File: src/mem_pkg.sv
package mem_pkg;

// Memory geometry
localparam int AN = 10;
localparam int DN = 16;
localparam int BURST = 8;
// Burst counter also covers the lead cycles
localparam int BURST_CW = $clog2(BURST + 2);

typedef logic [AN - 1:0] addr_t;
typedef logic [DN - 1:0] data_t;
typedef logic [1:0] id_t;

// Client ids
localparam id_t ID_FRAME = 2'd2;
localparam id_t ID_TEST = 2'd3;

// Frame region and pixel FIFO
localparam addr_t FRAME_BASE = '0;
localparam int FRAME_WORDS = 64;
localparam int FIFO_AW = 4;
localparam int FIFO_DEPTH = 1 << FIFO_AW;

// Tester region overlaps the frame
localparam addr_t TEST_BASE = '0;
localparam int TEST_WORDS = 64;
localparam logic [15:0] PATTERN_KEY = 16'h5a3c;

endpackage
File: src/mem_tester.sv
module mem_tester import mem_pkg::*; (
	input logic clkSYS,
	input logic n_reset,
	input logic start,
	input logic verify_only,
	input logic invert,
	output logic req,
	output logic wr,
	output addr_t addr,
	output data_t wdata,
	input logic ack,
	input data_t rdata,
	input logic rvalid,
	output logic busy,
	output logic done,
	output logic fail
);

typedef enum logic [1:0] {S_IDLE, S_WR, S_RD, S_RWAIT} state_t;

state_t state;
logic inv;
logic [BURST_CW - 1:0] rcnt;
data_t exp_word;

function automatic data_t pattern(input addr_t a, input logic flip);
	data_t p;
	p = data_t'(a) ^ data_t'(PATTERN_KEY);
	return flip ? ~p : p;
endfunction

assign wdata = pattern(addr, inv);
// Expected word for the current burst position
assign exp_word = pattern(addr + addr_t'(rcnt), inv);

always_ff @(posedge clkSYS, negedge n_reset)
	if (!n_reset) begin
		state <= S_IDLE;
		req <= 1'b0;
		wr <= 1'b0;
		addr <= TEST_BASE;
		inv <= 1'b0;
		rcnt <= '0;
		busy <= 1'b0;
		done <= 1'b0;
		fail <= 1'b0;
	end else begin
		done <= 1'b0;
		case (state)
			S_IDLE:
				if (start) begin
					busy <= 1'b1;
					fail <= 1'b0;
					inv <= invert;
					addr <= TEST_BASE;
					rcnt <= '0;
					state <= verify_only ? S_RD : S_WR;
				end
			S_WR:
				if (ack) begin
					req <= 1'b0;
					if (addr == TEST_BASE + addr_t'(TEST_WORDS - 1)) begin
						addr <= TEST_BASE;
						state <= S_RD;
					end else begin
						addr <= addr + 1'b1;
					end
				end else if (!req) begin
					req <= 1'b1;
					wr <= 1'b1;
				end
			S_RD:
				if (ack) begin
					req <= 1'b0;
					state <= S_RWAIT;
				end else if (!req) begin
					req <= 1'b1;
					wr <= 1'b0;
				end
			S_RWAIT:
				if (rvalid) begin
					// Sticky until the next start
					if (rdata != exp_word)
						fail <= 1'b1;
					rcnt <= rcnt + 1'b1;
					if (rcnt == BURST_CW'(BURST - 1)) begin
						rcnt <= '0;
						if (addr == TEST_BASE + addr_t'(TEST_WORDS - BURST)) begin
							busy <= 1'b0;
							done <= 1'b1;
							state <= S_IDLE;
						end else begin
							addr <= addr + addr_t'(BURST);
							state <= S_RD;
						end
					end
				end
			default: state <= S_IDLE;
		endcase
	end

endmodule

File: config.mk
export PLATFORM = sky130hd
export DESIGN_NAME = mem_tester
export DESIGN_NICKNAME = d
export VERILOG_FILES = /design/src/mem_pkg.sv /design/src/mem_tester.sv
export SDC_FILE = /design/constraint.sdc
export NUM_CORES = 1
export LEC_CHECK = 0
export BUFFER_PORTS_ARGS = -buffer_cell sky130_fd_sc_hd__buf_2
export CAP_MARGIN = 20
export CORE_ASPECT_RATIO = 0.5
export CORE_MARGIN = 4
export CORE_UTILIZATION = 40
export CTS_CLUSTER_DIAMETER = 30
export CTS_CLUSTER_SIZE = 10
export DETAILED_ROUTE_END_ITERATION = 8
export GPL_TIMING_DRIVEN = 1
export PLACE_DENSITY = 0.69
export SLEW_MARGIN = 0
export SYNTH_ARGS = -nofsm -noshare
export SYNTH_HDL_FRONTEND = slang
export SYNTH_SLANG_ARGS = --single-unit
File: constraint.sdc
create_clock -name clkSYS -period 3.2 [get_ports clkSYS]
set_clock_uncertainty 0.15 [all_clocks]
set_input_delay 0 -clock clkSYS [delete_from_list [all_inputs] [get_ports clkSYS]]
set_output_delay 0 -clock clkSYS [all_outputs]
set_load 0.1 [all_outputs]
### Word-level counts from Yosys, hierarchy flattened

Index checks and enable logic that the tools add are counted.

* output and inout port bits: 31
* register bits: 22
* input bits: 23
* word-level logic and storage cells: 90

* $add $sub $neg: 4
* reductions and logical operators: 12
* multiplexer cells: 41
* equal/unequal tests: 20
* bitwise operators: 4

Operator list (count)
* 10-bit 2-to-1 mux: 6
* 16-bit 2-to-1 mux: 2
* 15-bit NOT with 16-bit output: 2
* 10-bit case mux with 3 select lines: 1
* 2-bit inequality test, second input constant: 13
* 10-bit by 6-bit equality test with 1-bit output, second input constant: 2
* 1-bit 2-to-1 mux: 16
* 2-bit 2-to-1 mux: 8
* 16-bit inequality test: 1
* 5-bit NOT with 8-bit output: 2
* 4-bit 2-to-1 mux: 3
* 6-bit AND reduction: 2
* 10-bit by 1-bit adder with 10-bit output, second input constant: 1
* 10-bit by 4-bit adder with 10-bit output: 1
* 10-bit by 4-bit adder with 10-bit output, second input constant: 1
* 5-bit AND reduction: 2
* 2-bit case mux with 4 select lines: 1
* 4-bit case mux with 2 select lines: 1
* 1-bit case mux with 2 select lines: 3
* 4-bit by 1-bit adder with 4-bit output, second input constant: 1
* 2-bit equality test, second input constant: 2
* 4-bit by 3-bit equality test with 1-bit output, second input constant: 1
* 4-bit AND reduction: 1
* 2-bit nonzero test: 2
* 6 further kinds: 6

### Logic depth before layout (Yosys ltp)

Gate-level depths: netlist (run 1).

* word-level depth: 8
* depth in mapped cells: 9

### Worst setup path before layout (run 1)

OpenSTA, ideal clock, no wires.

* path kind: register -> register
* from: register addr[9]
* to: register fail
* setup slack: -0.504 ns
* arrival: 3.417 ns
* cell stages (with the launch flop): 6
* setup time: 0.136 ns
* cells stage by stage: dfrtp_1 xnor2_1 xnor2_1 a221o_1 mux2i_1 a31oi_1

* word-level cells in the longest chain between the ends: 7

RTL lines
* start: declaration: RTL line mem_tester.sv:9 `output addr_t addr,`
* start signal: assignment: RTL line mem_tester.sv:66 `addr <= addr + 1'b1;`
* start signal: assignment: RTL line mem_tester.sv:93 `addr <= addr + addr_t'(BURST);`
* 10-bit by 4-bit adder with 10-bit output (*): RTL line mem_tester.sv:34 `assign exp_word = pattern(addr + addr_t'(rcnt), inv);`
* 5-bit NOT with 8-bit output (no line) (*)
* 15-bit NOT with 16-bit output: RTL line mem_tester.sv:29 `return flip ? ~p : p;`
* 16-bit 2-to-1 mux (*): RTL line mem_tester.sv:29
* 16-bit inequality test (*): RTL line mem_tester.sv:83 `if (rdata != exp_word)`
* 2-bit inequality test (no line) (*)
* 4-bit AND reduction (no line) (*)
* end signal: assignment: RTL line mem_tester.sv:46 `fail <= 1'b0;`
* end signal: assignment: RTL line mem_tester.sv:53 `fail <= 1'b0;`
* end signal: assignment: RTL line mem_tester.sv:84 `fail <= 1'b1;`
* end: declaration: RTL line mem_tester.sv:16 `output logic fail`

Every way passes the cells marked *; elsewhere a longest branch is shown, timed or not.
A chain may end at the register's enable or synchronous reset.

### Worst setup path in the final report (run 1)

* from: register addr[0]
* to: register fail

* word-level cells in the longest chain between the ends: 7

RTL lines (RTL line)
* 10-bit by 4-bit adder with 10-bit output (*): mem_tester.sv:34
* 5-bit NOT with 8-bit output (no line)
* 15-bit NOT with 16-bit output: mem_tester.sv:29
* 16-bit 2-to-1 mux (*): mem_tester.sv:29
* 16-bit inequality test (*): mem_tester.sv:83
* 2-bit inequality test (no line) (*)
* 4-bit AND reduction (no line) (*)

Marked as above.

==> out/results.txt, run 1 <==
Counting instances in the post-synthesis netlist gives the leading cell types as sky130_fd_sc_hd__dfrtp_1 (22), sky130_fd_sc_hd__nand2_1 (21), sky130_fd_sc_hd__xnor2_1 (17). The buffer depth of the longest clock path is 2, and the floorplan core area is 0.00447 mm2. The setup total negative slack came out at 0 ps.

In the routed layout, each cell is associated on average with a via count of 5.37. The logs give 7720 um for the wire length of the first global-routing pass and 0.00123 mm2 for the combined area of the multi-input logic cells. The flow ran to the end, and the final reports show no timing, DRC or antenna violations. The number of failing hold endpoints at the final stage came out at 0. After detailed routing, the number of remaining DRC violations is 0. The floorplan has 17 rows. The number of global-route vias before repair was 1614. Count of flip-flops with a built-in enable after synthesis: 0. For the sequential area share after synthesis, the log shows 0.292. Share of the clock period used by the worst path after layout: 0.791. Clock latency on the worst-skew pair, taken at its later pin, is 270 ps. The die covers 0.00594 mm2. The run gives 3710 um as the total half-perimeter wirelength after legalization and detailed placement. The number of antenna violations at the first check in global routing was 0.

The number of nets in the synthesized netlist is 260. The synthesized netlist occupies a cell area of 0.00188 mm2. After clock tree synthesis, the clock-pin slew on the worst setup and hold paths is 80 ps. By area the synthesized netlist is led by sky130_fd_sc_hd__dfrtp_1 (29%), sky130_fd_sc_hd__ha_1 (8.0%), sky130_fd_sc_hd__xnor2_1 (7.9%), sky130_fd_sc_hd__a21oi_1 (4.3%), sky130_fd_sc_hd__nand2_1 (4.2%). The run gives 1 as the H-tree depth. The vertical extent of the die was 56.5 um; the initial standard-cell utilization of the core was 0.422.

Once the clock tree was built, the resizer swapped 0 gates to a different size. The share of the synthesized area in the top cell type is 0.292. By instance count, the leading cell after synthesis is sky130_fd_sc_hd__dfrtp_1.

The post-synthesis area per instance is 8.41 um2, and the upper clock frequency limit is 395 MHz. For the maximum number of pins on one net before global-route repair, the log shows 23. The transition at the pin with the smallest max-transition slack was 680 ps; the fraction of layout cells with a size suffix above 1 was 0.256.

The run gives 452 as the number of fillers in the final layout. From left edge to right edge, the die measures 105 um. The average wire length per cell after detail routing was 14.1 um. OpenSTA, run right after detailed placement, puts the worst setup slack at 661 ps. Reg-to-reg critical path startpoint: addr[0]$_DFFE_PN0P_. Summing over every cut layer, the via total after detailed routing is 1792. The top flip-flop cell by instance count after synthesis is sky130_fd_sc_hd__dfrtp_1. The relative slew slack came out at 0.547.

The number of warnings reported in the yosys synthesis log was 0; the slack of the worst reg-to-reg path was 670 ps. The path class of the tightest hold or removal check is input port to register. At the worst endpoint, the required time is 3200 ps.

Setup violations remaining at the end of the flow were counted as 0. In this run the tool buffered the top-level ports with 53 buffer cells. The worst hold path begins at rdata[11]. Root buffer cell: sky130_fd_sc_hd__clkbuf_8. For the net total in the final layout, the log shows 314. Counting instances, the worst hold path has a depth of 4. Overall global routing resource usage: 0.159. The routed design has 4720 um of wire. For the detailed-routing iteration count for the pre-antenna-repair pass, the log shows 4. The number of antenna diodes in the final layout is 0.

The clock period minus worst slack is 2530 ps. TritonCTS built the clock tree. The logs give 0 for the number of max-cap violations and 0 for the count of pins over their slew limit. The category of the most critical setup path is register to register.

Register cell area after layout: 551 um2. Synthesis inferred 22 register bits. The initial DRC count was 65. The worst hold path terminates at fail$_DFFE_PN0P_. Data on the critical path arrives at its endpoint at 2530 ps. The biggest area contributor in the post-synthesis netlist is sky130_fd_sc_hd__dfrtp_1. Counting distinct cell types in the post-synthesis netlist gives 42.

For this run the aggregate overflow at the end of global routing stands at 0. The detail route stage leaves a number of antenna-violating nets equal to 0. Setup repair after global routing left no endpoint under its margin.

The final worst setup slack was 669 ps; the global placer's final weighted congestion was 0.858. Share of async-settable or async-resettable flops after synthesis: 1.00. Of all nets on the critical path, the largest fanout is 8. The relative area change from synthesis to final layout is 22.7%. STA classifies the critical path endpoint as a register. 54 I/O pins were placed. The tools report the kind of start point of the critical path as a register. The worst-case reg-to-reg path depth is 9. The cell count after synthesis came out at 224.

The tools report the post-route worst hold slack as 31.7 ps. The tree built by TritonCTS fans out to 22 sinks. The endpoint identified for the worst register-to-register timing path is fail$_DFFE_PN0P_. The number of buffers created by CTS is 3.
==> cells in the final DEF (no fill, tap or decap), drive strengths merged, types with 4 or more instances in the layout <==
cell type and instances:
a21oi 16, a31oi 7, and3 6, buf 54
dfrtp 22, dlygate4sd3 7, ha 12, inv 13
mux2 4, mux2i 5, nand2 21, nand2b 4
nand3 5, nor2 16, nor3 8, o21ai 17
o31ai 4, xnor2 17, xor2 8
==> logic make-up after synthesis <==
logic type | count (synthesis) | synth area share
AO/OA/AOI/OAI | 55 | 0.180
XOR/XNOR | 25 | 0.120
flip-flops | 22 | 0.292
AND/OR/NAND/NOR | 75 | 0.202
buffers and inverters | 25 | 0.0645
adder cells (fa/ha/maj) | 13 | 0.0904
multiplexers | 9 | 0.0505
==> metrics by stage <==
stage           util  area [um2]  instances
2_1_floorplan      -        1900        224
3_3_place_gp   0.486        2170        323
3_5_place_dp   0.486        2170        323
4_1_cts        0.517        2310        334
5_1_grt        0.517        2310        334
6_report       0.517        2310        334
==> flip-flops by register name, summed over array words and instances (netlist names) <==
| register | count |
|---|---|
| rcnt | 4 |
| inv | 1 |
| state | 2 |
| wr | 1 |
| req | 1 |
| addr | 10 |
| done | 1 |
| busy | 1 |
| fail | 1 |
==> repair_timing <==
action	in CTS	in global routing
endpoints found under the hold margin	30	0
endpoints found under the setup margin	0	0
buffers inserted	0	0
hold buffers	7	0
==> area by class of cell <==
| class | count | share of cell area |
|---|---|---|
| clock inverters | 1 | 0.0130 |
| inverters | 13 | 0.0211 |
| repair buffers | 61 | 0.148 |
| flip-flops and latches | 22 | 0.238 |
| multi-input cells | 177 | 0.531 |
| well taps | 57 | 0.0309 |
| clock buffers | 3 | 0.0179 |
==> metal layers <==
layer / vias to the layer above / GRT usage / wire length, um
li1: 891 / - / -
met3: 5 / 0.0310 / 273
met5: - / 0 / 0
met1: 842 / 0.220 / 2310
met4: 0 / 0.0393 / 50
met2: 54 / 0.256 / 2080
==> critical path, cell delays in order (launching register included) <==
cell and delay [ps]:
sky130_fd_sc_hd__dfrtp_1 490, sky130_fd_sc_hd__ha_1 210, sky130_fd_sc_hd__inv_1 60, sky130_fd_sc_hd__fa_1 380
sky130_fd_sc_hd__xor2_1 190, sky130_fd_sc_hd__or2_2 290, sky130_fd_sc_hd__a21oi_1 140, sky130_fd_sc_hd__mux2i_1 80
sky130_fd_sc_hd__a2111oi_0 270, sky130_fd_sc_hd__a31oi_1 140
==> how the worst max path moves through the flow <==
stage,startpoint,endpoint,slack [ps]
finish,addr[0]$_DFFE_PN0P_,fail$_DFFE_PN0P_,670
CTS,addr[0]$_DFFE_PN0P_,fail$_DFFE_PN0P_,640
floorplan,addr[0]$_DFFE_PN0P_,fail$_DFFE_PN0P_,140
global route,addr[0]$_DFFE_PN0P_,fail$_DFFE_PN0P_,380
detailed placement,addr[0]$_DFFE_PN0P_,fail$_DFFE_PN0P_,660
global placement,addr[0]$_DFFE_PN0P_,fail$_DFFE_PN0P_,740
Power of run 1 is left out: the tool's default activity adds up to more than one toggle a clock period on the data nets, which glitch-free logic cannot reach.
==> run 2: changes to the inputs <==
--- a/config.mk
+++ b/config.mk
@@ -5,6 +5,7 @@
 export SDC_FILE = /design/constraint.sdc
 export NUM_CORES = 1
 export LEC_CHECK = 0
+export ABC_AREA = 1
 export BUFFER_PORTS_ARGS = -buffer_cell sky130_fd_sc_hd__buf_2
 export CAP_MARGIN = 20
 export CORE_ASPECT_RATIO = 0.5
@@ -14,7 +15,7 @@
 export CTS_CLUSTER_SIZE = 10
 export DETAILED_ROUTE_END_ITERATION = 8
 export GPL_TIMING_DRIVEN = 1
-export PLACE_DENSITY = 0.69
+export PLACE_DENSITY = 0.7
 export SLEW_MARGIN = 0
 export SYNTH_ARGS = -nofsm -noshare
 export SYNTH_HDL_FRONTEND = slang
==> constraint.sdc (replaced) <==
create_clock -name clkSYS -period 2.06 [get_ports clkSYS]
set_clock_uncertainty 0.15 [all_clocks]
set_input_delay 0 -clock clkSYS [delete_from_list [all_inputs] [get_ports clkSYS]]
set_output_delay 0 -clock clkSYS [all_outputs]
set_load 0.1 [all_outputs]
==> run 2 against run 1 <==
The flow now finishes with violations (setup timing). Routed wire length grew 28%. Core utilization grew 6.6 points. Sequential cell count is the same. Fmax grew 17%. Critical path depth grew 2. Die area grew 17%. Worst hold slack gained 43 ps. Highest routed layer unchanged.
==> out/results.txt, run 2 <==
The share of the synthesized area in the top cell type was 0.246 (-0.0459); the synthesized netlist net count was 367 (+41%). The number of diodes added for antenna fixing was 0 (unchanged). TritonCTS built the clock tree. For the overall routed net length, the log shows 6060 um (+28%). The quantity of I/O buffers inserted on ports was 53 (unchanged); the count of vias placed by the detailed router was 2309 (+29%). The run gives -93.9 ps (-93.9 ps) as the setup total negative slack.

The worst-case reg-to-reg path depth works out to 11 (+2). The share of the clock period used by the worst path after layout works out to 1.05 (+0.255). The logs give 0 (unchanged) for the number of max-cap violations and 0.00692 mm2 (+17%) for the full die area. Count of flip-flops with a built-in enable after synthesis: 0 (unchanged). The setup-violating endpoint count in the final report was 1 (+1); the total power per unit cell area was 1740 mW/mm2. Setup repair after global routing could not meet its margin everywhere. Combinational power share: 0.812.

Post-synthesis area per instance: 6.75 um2 (-20%). The run gives 4 (unchanged) as the detailed-routing iteration count for the pre-antenna-repair pass. The sequential group share of total power was 0.127. Share of async-settable or async-resettable flops after synthesis: 1.00 (unchanged). The tools report the met3 track demand over resource in global routing as 0.0249 (-0.00610). The sequential area share after synthesis is 0.246 (-0.0459), and the largest fanout of any net on the critical path is 2 (-6). The fraction of layout cells with a size suffix above 1 is 0.354 (+0.0978).

The buffer depth of the longest clock path came out at 2 (unchanged). The largest registers in the layout are addr x10, rcnt x4, state x2. The tools report the I/O pin count as 54 (unchanged). The initial standard-cell utilization of the core came out at 0.433 (+0.0115).

The layer flagged by global routing as most heavily used is met2. The logs give 270 ps (about the same) for the clock latency at the later pin of the worst-skew pair and 0 (unchanged) for the number of DRC violations after detailed routing. The worst register-to-register path ends at fail$_DFFE_PN0P_.

The tree is rooted in a sky130_fd_sc_hd__clkbuf_8. The library cell used most frequently in the layout, excluding fill and tap cells, is sky130_fd_sc_hd__nand2_1. The run gives 0 (unchanged) as the count of pins over their slew limit. The logs give 0 (unchanged) for the overall overflow remaining after global route and 1 (unchanged) for the H-tree depth.

For this design the static power due to leakage is 1.50 nW. The net total in the final layout is 438 (+39%), and the net load switching power is 0.00326 W. Count of distinct cell types in the synthesized netlist: 40 (-4.8%).

The min-delay analysis places its worst path in the category input port to async pin. Leaving out fill and tap cells, the most frequent cells in the layout are sky130_fd_sc_hd__nand2_1 (88), sky130_fd_sc_hd__buf_2 (45), sky130_fd_sc_hd__inv_1 (35), sky130_fd_sc_hd__nor2_1 (27), sky130_fd_sc_hd__nand3_1 (22). The remaining number of nets flagged by the antenna check after routing is 0 (unchanged).

The clock period minus worst slack is 2150 ps (-377 ps). The transition at the pin with the smallest max-transition slack works out to 506 ps (-174 ps). The tools report the number of global-route vias before repair as 2224 (+38%).

The setup slack after placement is -119 ps (-780 ps). The run gives 2060 ps (-1140 ps) as the worst endpoint required time. The maximum number of pins on one net before global-route repair came out at 23 (unchanged). The logs give -93.9 ps (-763 ps) for the final worst setup slack and 18 (+1) for the number of rows in the core area. The slack of the worst reg-to-reg path came out at -90 ps (-760 ps). Global placer's final weighted congestion: 0.879 (+2.5%).

The checks that failed: setup timing. The startpoint identified for the worst register-to-register timing path is addr[0]$_DFFE_PN0P_. The clock transition at the registers of the reported paths is 90 ps (about the same), and the upper clock frequency limit is 464 MHz (+17%). The top flip-flop cell by instance count after synthesis is sky130_fd_sc_hd__dfrtp_1. The category of the most critical setup path was register to register. The run gives 0.00198 W as the internal power summed over all cells.

The fraction of power consumed by the clock network came out at 0.061. The run finished, with violations left. The total half-perimeter wirelength after legalization and detailed placement was 4940 um (+33%); the number of sinks driven by the clock tree was 22 (unchanged). For the overall global routing resource usage, the log shows 0.185 (+0.0258).

The cell taking the most area after synthesis was sky130_fd_sc_hd__dfrtp_1. Yosys attributes the largest share of cell area to sky130_fd_sc_hd__dfrtp_1 (25%), sky130_fd_sc_hd__nand2_1 (16%), sky130_fd_sc_hd__ha_1 (6.7%), sky130_fd_sc_hd__inv_1 (6.2%), sky130_fd_sc_hd__nor2_1 (5.2%). The number of antenna violations at the first check in global routing came out at 0 (unchanged).

The number of flip-flops in the largest register was 10 (unchanged); the number of storage elements in the synthesis netlist was 22 (unchanged). The worst setup path is captured at a register. The number of failing hold endpoints at the final stage was 0 (unchanged); the data arrival at the endpoint of the critical path was 2160 ps (-370 ps).

The most instantiated library cell after synthesis was sky130_fd_sc_hd__nand2_1. The horizontal die dimension works out to 114 um (+8.2%). The initial DRC count is 96 (+48%). The average wire length per cell after detail routing was 12.9 um (-8.9%); the number of warnings reported in the yosys synthesis log was 0 (unchanged). VDD sags by at most 1.27 mV. Number of fillers in the final layout: 464 (+2.7%). The relative area change from synthesis to final layout works out to 34.7%. Ranked by flip-flop count, first place goes to addr. The tools report the wire length of the first global-routing pass as 10200 um (+33%). Relative slew slack: 0.663 (+0.116). The met2 routing resource usage after global routing is 0.328 (+0.0719), and the vertical extent of the die is 60.8 um (+7.6%). The number of buffers created by CTS was 3 (unchanged); the via density per instance was 4.90 (-8.6%). The worst setup path is launched from a register. The net switching share of the total power came out at 0.622.

Ranked by instance count, the synthesized netlist is headed by sky130_fd_sc_hd__nand2_1 (93), sky130_fd_sc_hd__inv_1 (37), sky130_fd_sc_hd__nor2_1 (31). The logs give 0.00516 mm2 (+15%) for the floorplan core area and 0.251 (+0.0304) for the routing usage on met1. The tools report the gate count after technology mapping as 331 (+48%).

Total standard cell area after synthesis: 0.00223 mm2 (+19%).
==> run 2: what timing repair did <==
action,in CTS,in global routing
hold buffers,7,0
cloned,0,0
endpoints found under the hold margin,29,0
setup endpoints to repair,1,9
buffers inserted,0,1
gates resized for setup,3,15
pin swaps,1,4
==> run 2: area by class of cell <==
type                            instances  area, um2  share of cell area
Multi-Input combinational cell        253       1540               0.510
Timing Repair Buffer                   75        581               0.193
Sequential cell                        22        568               0.189
Inverter                               47        183              0.0607
Tap cell                               70       87.6              0.0291
Clock buffer                            4       55.1              0.0183
==> run 2: layer usage <==
layer  part of all wire  vias to the layer above
met5                  0                        -
met2               0.48                       54
met3              0.046                        2
li1                   -                     1184
met4             0.0041                        0
met1               0.47                     1069
==> run 2: cell families after synthesis <==
family,after synthesis,synth area share
xor+xnor,19,0.0779
compound gates,42,0.111
simple gates,179,0.371
buf+inv,56,0.117
fa+ha+maj,13,0.0762
flops,22,0.246
==> run 2: power by group through the flow <==
stage | Sequential, W | Combinational (W) | Clock [W]
after floorplan | 0.00111 | 0.00267 | 0
after global placement | 0.000657 | 0.00405 | 0
after detailed placement | 0.000665 | 0.00410 | 0
after CTS | 0.000666 | 0.00415 | 0.000325
after global routing | 0.000683 | 0.00452 | 0.000340
final | 0.000664 | 0.00425 | 0.000320
==> run 2: how the worst max path moves through the flow <==
stage | from | to | slack (ps) | depth (start not counted)
6_report | addr[0]$_DFFE_PN0P_ | fail$_DFFE_PN0P_ | -90 | 11
5_1_grt | addr[0]$_DFFE_PN0P_ | fail$_DFFE_PN0P_ | -250 | 11
4_1_cts | addr[0]$_DFFE_PN0P_ | fail$_DFFE_PN0P_ | -70 | 11
3_5_place_dp | addr[0]$_DFFE_PN0P_ | fail$_DFFE_PN0P_ | -120 | 11
3_3_place_gp | addr[0]$_DFFE_PN0P_ | fail$_DFFE_PN0P_ | -60 | 11
2_1_floorplan | inv$_DFFE_PN0P_ | fail$_DFFE_PN0P_ | -280 | 12
==> run 2: worst max-delay path, stage by stage (launching register included) <==
cell and delay [ps]:
sky130_fd_sc_hd__dfrtp_4 490, sky130_fd_sc_hd__ha_4 170, sky130_fd_sc_hd__inv_2 50, sky130_fd_sc_hd__fa_2 440, sky130_fd_sc_hd__xnor2_2 150, sky130_fd_sc_hd__xor2_1 140
sky130_fd_sc_hd__nor2_1 80, sky130_fd_sc_hd__nand3_1 80, sky130_fd_sc_hd__nor2_2 110, sky130_fd_sc_hd__nand3_1 80, sky130_fd_sc_hd__nand2_1 60, sky130_fd_sc_hd__nand2_1 40
==> run 2: stage by stage <==
| step | cells | hold slack, ps | util | total power [W] | area [um2] |
|---|---|---|---|---|---|
| 2_1_floorplan | 331 | -446 | - | 0.00379 | 2300 |
| 3_3_place_gp | 459 | -142 | 0.545 | 0.00471 | 2810 |
| 3_5_place_dp | 459 | -147 | 0.545 | 0.00476 | 2810 |
| 4_1_cts | 470 | 85.7 | 0.572 | 0.00514 | 2950 |
| 5_1_grt | 471 | 106 | 0.583 | 0.00554 | 3010 |
| 6_report | 471 | 74.7 | 0.583 | 0.00523 | 3010 |
Note: power is estimated with default switching activity, not from simulation.
==> run 3: changes to the inputs <==
--- a/config.mk
+++ b/config.mk
@@ -11,6 +11,7 @@
 export CORE_ASPECT_RATIO = 0.5
 export CORE_MARGIN = 4
 export CORE_UTILIZATION = 40
+export CTS_BUF_LIST = sky130_fd_sc_hd__clkbuf_2
 export CTS_CLUSTER_DIAMETER = 30
 export CTS_CLUSTER_SIZE = 10
 export DETAILED_ROUTE_END_ITERATION = 8
==> run 3 against run 2 <==
The flow still finishes with violations (setup timing). Clock-buffer cell count down 1. Via count rose by 0.61%. Non-clock buffer count rose by 3. Die area unchanged. Combinational power hardly changed. Global-route usage is 0.087 points higher. Sequential cell count unchanged. Largest cell class unchanged. Worst setup slack lost 30 ps. Total power down 2.1%.
==> out/results.txt, run 3 (synthesized netlist as in run 2, its figures left out) <==
The run finished, with violations left. The final reports fail on setup timing. The number of buffers created by CTS was 3 (unchanged). The tools report the number of max-cap violations as 0 (unchanged).

Largest fanout of any net on the critical path: 2 (unchanged). The number of failing hold endpoints at the final stage is 0 (unchanged), and the post-route standard cell area excluding fillers is 0.00303 mm2 (+0.62%). In the layout the commonest cells are sky130_fd_sc_hd__nand2_1 (88), sky130_fd_sc_hd__buf_2 (45), sky130_fd_sc_hd__inv_1 (35), sky130_fd_sc_hd__nor2_1 (27), sky130_fd_sc_hd__nand3_1 (22). Register with the most flip-flops: addr.

The run gives -123 ps (-29.5 ps) as the final worst setup slack. The I/O pin count was 54 (unchanged). The worst-case reg-to-reg path depth was 11 (unchanged); the worst endpoint required time was 2150 ps (+90 ps). The run gives 474 (+0.64%) as the number of standard cells in the final layout excluding fillers. In the final layout, the registers with the most flip-flops are addr x10, rcnt x4, state x2. The clock transition at the registers of the reported paths is 200 ps (+110 ps).

The net total in the final layout is 441 (+0.68%). The overall overflow remaining after global route was 0 (unchanged). The total power per unit cell area was 1690 mW/mm2 (-2.8%).

The number of fillers in the final layout came out at 465 (+0.22%). The average wire length per cell after detail routing works out to 12.8 um (-0.21%). The global placer's final weighted congestion came out at 0.879 (unchanged). The total half-perimeter wirelength after legalization and detailed placement was 4940 um (unchanged). The total power consumption of the routed design is 0.00512 W (-2.1%), and the horizontal die dimension is 114 um (unchanged). Via density per instance: 4.90 (about the same). The transition at the pin with the smallest max-transition slack came out at 566 ps (+59.7 ps).

The peak supply drop was 1.27 mV (+0.11%). The logs give 93 (-3.1%) for the initial DRC count and 0.00692 mm2 (unchanged) for the full die area. The tools report the root buffer cell as sky130_fd_sc_hd__clkbuf_2.

The tools report the placed cell area as 0.00281 mm2 (unchanged). The number of diodes added for antenna fixing came out at 0 (unchanged). The logs give 14 (-39%) for the maximum number of pins on one net before global-route repair and 1.51 nW (+0.59%) for the static power due to leakage. The worst setup path is launched from a register. The clock period minus worst slack is 2180 ps (+29.5 ps). The remaining number of nets flagged by the antenna check after routing came out at 0 (unchanged).

The number of antenna violations at the first check in global routing came out at 0 (unchanged). The run gives 568 um2 (unchanged) as the register cell area after layout. The H-tree depth was 1 (unchanged); the overall routed net length was 6090 um (+0.43%).

The type of element capturing the critical path was a register. Setup repair after global routing could not meet its margin everywhere. The number of sinks driven by the clock tree is 22 (unchanged). Leading cell type in the layout, fill and taps excluded: sky130_fd_sc_hd__nand2_1. The wire length of the first global-routing pass came out at 10300 um (+0.47%).

The data arrival at the endpoint of the critical path came out at 2280 ps (+120 ps). Number of DRC violations after detailed routing: 0 (unchanged). The tools report the combined area of the multi-input logic cells as 0.00155 mm2 (+1.2%). The tightest min-delay check is of the input port to register type. For the number of global-route vias before repair, the log shows 2233 (+0.40%). The share of the clock period used by the worst path after layout was 1.06 (+0.0143); the count of pins over their slew limit was 0 (unchanged). Vertical extent of the die: 60.8 um (unchanged). Category of the most critical setup path: register to register. The logs give 2 (unchanged) for the buffer depth of the longest clock path and 458 MHz (-1.4%) for the upper clock frequency limit.

The tools report the number of rows in the core area as 18 (unchanged). The tools report the start point of the critical path as addr[0]$_DFFE_PN0P_. For the relative slew slack, the log shows 0.623 (-0.0398).

The tools report the capture point of the critical path as fail$_DFFE_PN0P_. The setup-violating endpoint count in the final report was 1 (unchanged); the initial standard-cell utilization of the core was 0.433 (unchanged). The number of placed instances, taps included was 459 (unchanged); the slack of the worst reg-to-reg path was -120 ps (-30 ps). The quantity of I/O buffers inserted on ports works out to 53 (unchanged). The endpoint identified for the worst register-to-register timing path is fail$_DFFE_PN0P_. The logs give 4 (unchanged) for the detailed-routing iteration count for the pre-antenna-repair pass and 2323 (+0.61%) for the count of vias placed by the detailed router. TritonCTS built the clock tree. Compared with the post-synthesis result, the final layout area differs by 35.6%.

The fraction of layout cells with a size suffix above 1 came out at 0.356 (+0.00232). The clock latency at the later pin of the worst-skew pair was 340 ps (+70 ps). The run gives 0.00516 mm2 (unchanged) as the floorplan core area.

The tools report the overall global routing resource usage as 0.186 (+0.000872). The number of flip-flops in the largest register is 10 (unchanged). In this run the critical register-to-register path is launched from addr[0]$_DFFE_PN0P_.
run 3: changes by cell type in the layout (fill, tap and decap cells not counted), moves of 2 or more:
cell	before	now
sky130_fd_sc_hd__clkbuf_8	4	0
sky130_fd_sc_hd__clkbuf_2	0	3
sky130_fd_sc_hd__dlygate4sd3_1	7	9
sky130_fd_sc_hd__ha_1	11	9
run 3: metal layers:
metal	vias to the layer above	track usage	wire length [um]
met5	-	0	0
met4	0	0.0274	44
met3	4	0.0239	374
met2	57	0.335	2870
met1	1070	0.249	2800
li1	1192	-	-
run 3: cell type report:
| type | count | area share |
|---|---|---|
| tap | 70 | 0.0289 |
| clock buffer | 3 | 0.00496 |
| multi-input combinational | 253 | 0.513 |
| clock inverter | 1 | 0.00124 |
| sequential | 22 | 0.188 |
| timing repair buffer | 78 | 0.204 |
| inverter | 47 | 0.0603 |
run 3: critical path, stage by stage (launching register included):
cell	delay [ps]
sky130_fd_sc_hd__dfrtp_4	530
sky130_fd_sc_hd__ha_4	170
sky130_fd_sc_hd__inv_2	50
sky130_fd_sc_hd__fa_2	440
sky130_fd_sc_hd__xnor2_2	140
sky130_fd_sc_hd__xor2_1	140
sky130_fd_sc_hd__nor2_1	80
sky130_fd_sc_hd__nand3_1	90
sky130_fd_sc_hd__nor2_2	110
sky130_fd_sc_hd__nand3_1	80
sky130_fd_sc_hd__nand2_1	70
sky130_fd_sc_hd__nand2_1	40
run 3: where the power goes:
group	internal [W]	switching, W
sequential	0.000555	0.000114
combinational	0.00126	0.00301
clock	0.0000422	0.000137
run 3: how the worst min path moves through the flow:
stage | slack, ps | from | to | depth (start not counted)
after global placement | -140 | n_reset | busy$_DFFE_PN0P_ | 1
after CTS | 50 | rdata[6] | fail$_DFFE_PN0P_ | 9
after floorplan | -450 | n_reset | addr[2]$_DFFE_PN0P_ | 0
after detailed placement | -150 | n_reset | busy$_DFFE_PN0P_ | 1
after global routing | 70 | rdata[6] | fail$_DFFE_PN0P_ | 9
final | 60 | rdata[6] | fail$_DFFE_PN0P_ | 9
run 3: what timing repair did:
action / CTS / global route
hold buffers: 10 / 0
gates resized for setup: 2 / 22
pin swaps: 2 / 12
setup buffers: 1 / 1
endpoints found under the setup margin: 1 / 22
endpoints found under the hold margin: 30 / 0
run 3: through the flow:
stage                      util  hold WS [ps]  worst slack [ps]  TNS (ps)
final                     0.587          61.6              -123      -123
after global routing      0.587          73.3              -304      -355
after CTS                 0.571          53.1              -107      -107
after detailed placement  0.545          -147              -119      -119
after global placement    0.545          -142             -61.4     -61.4
after floorplan               -          -446              -281      -281
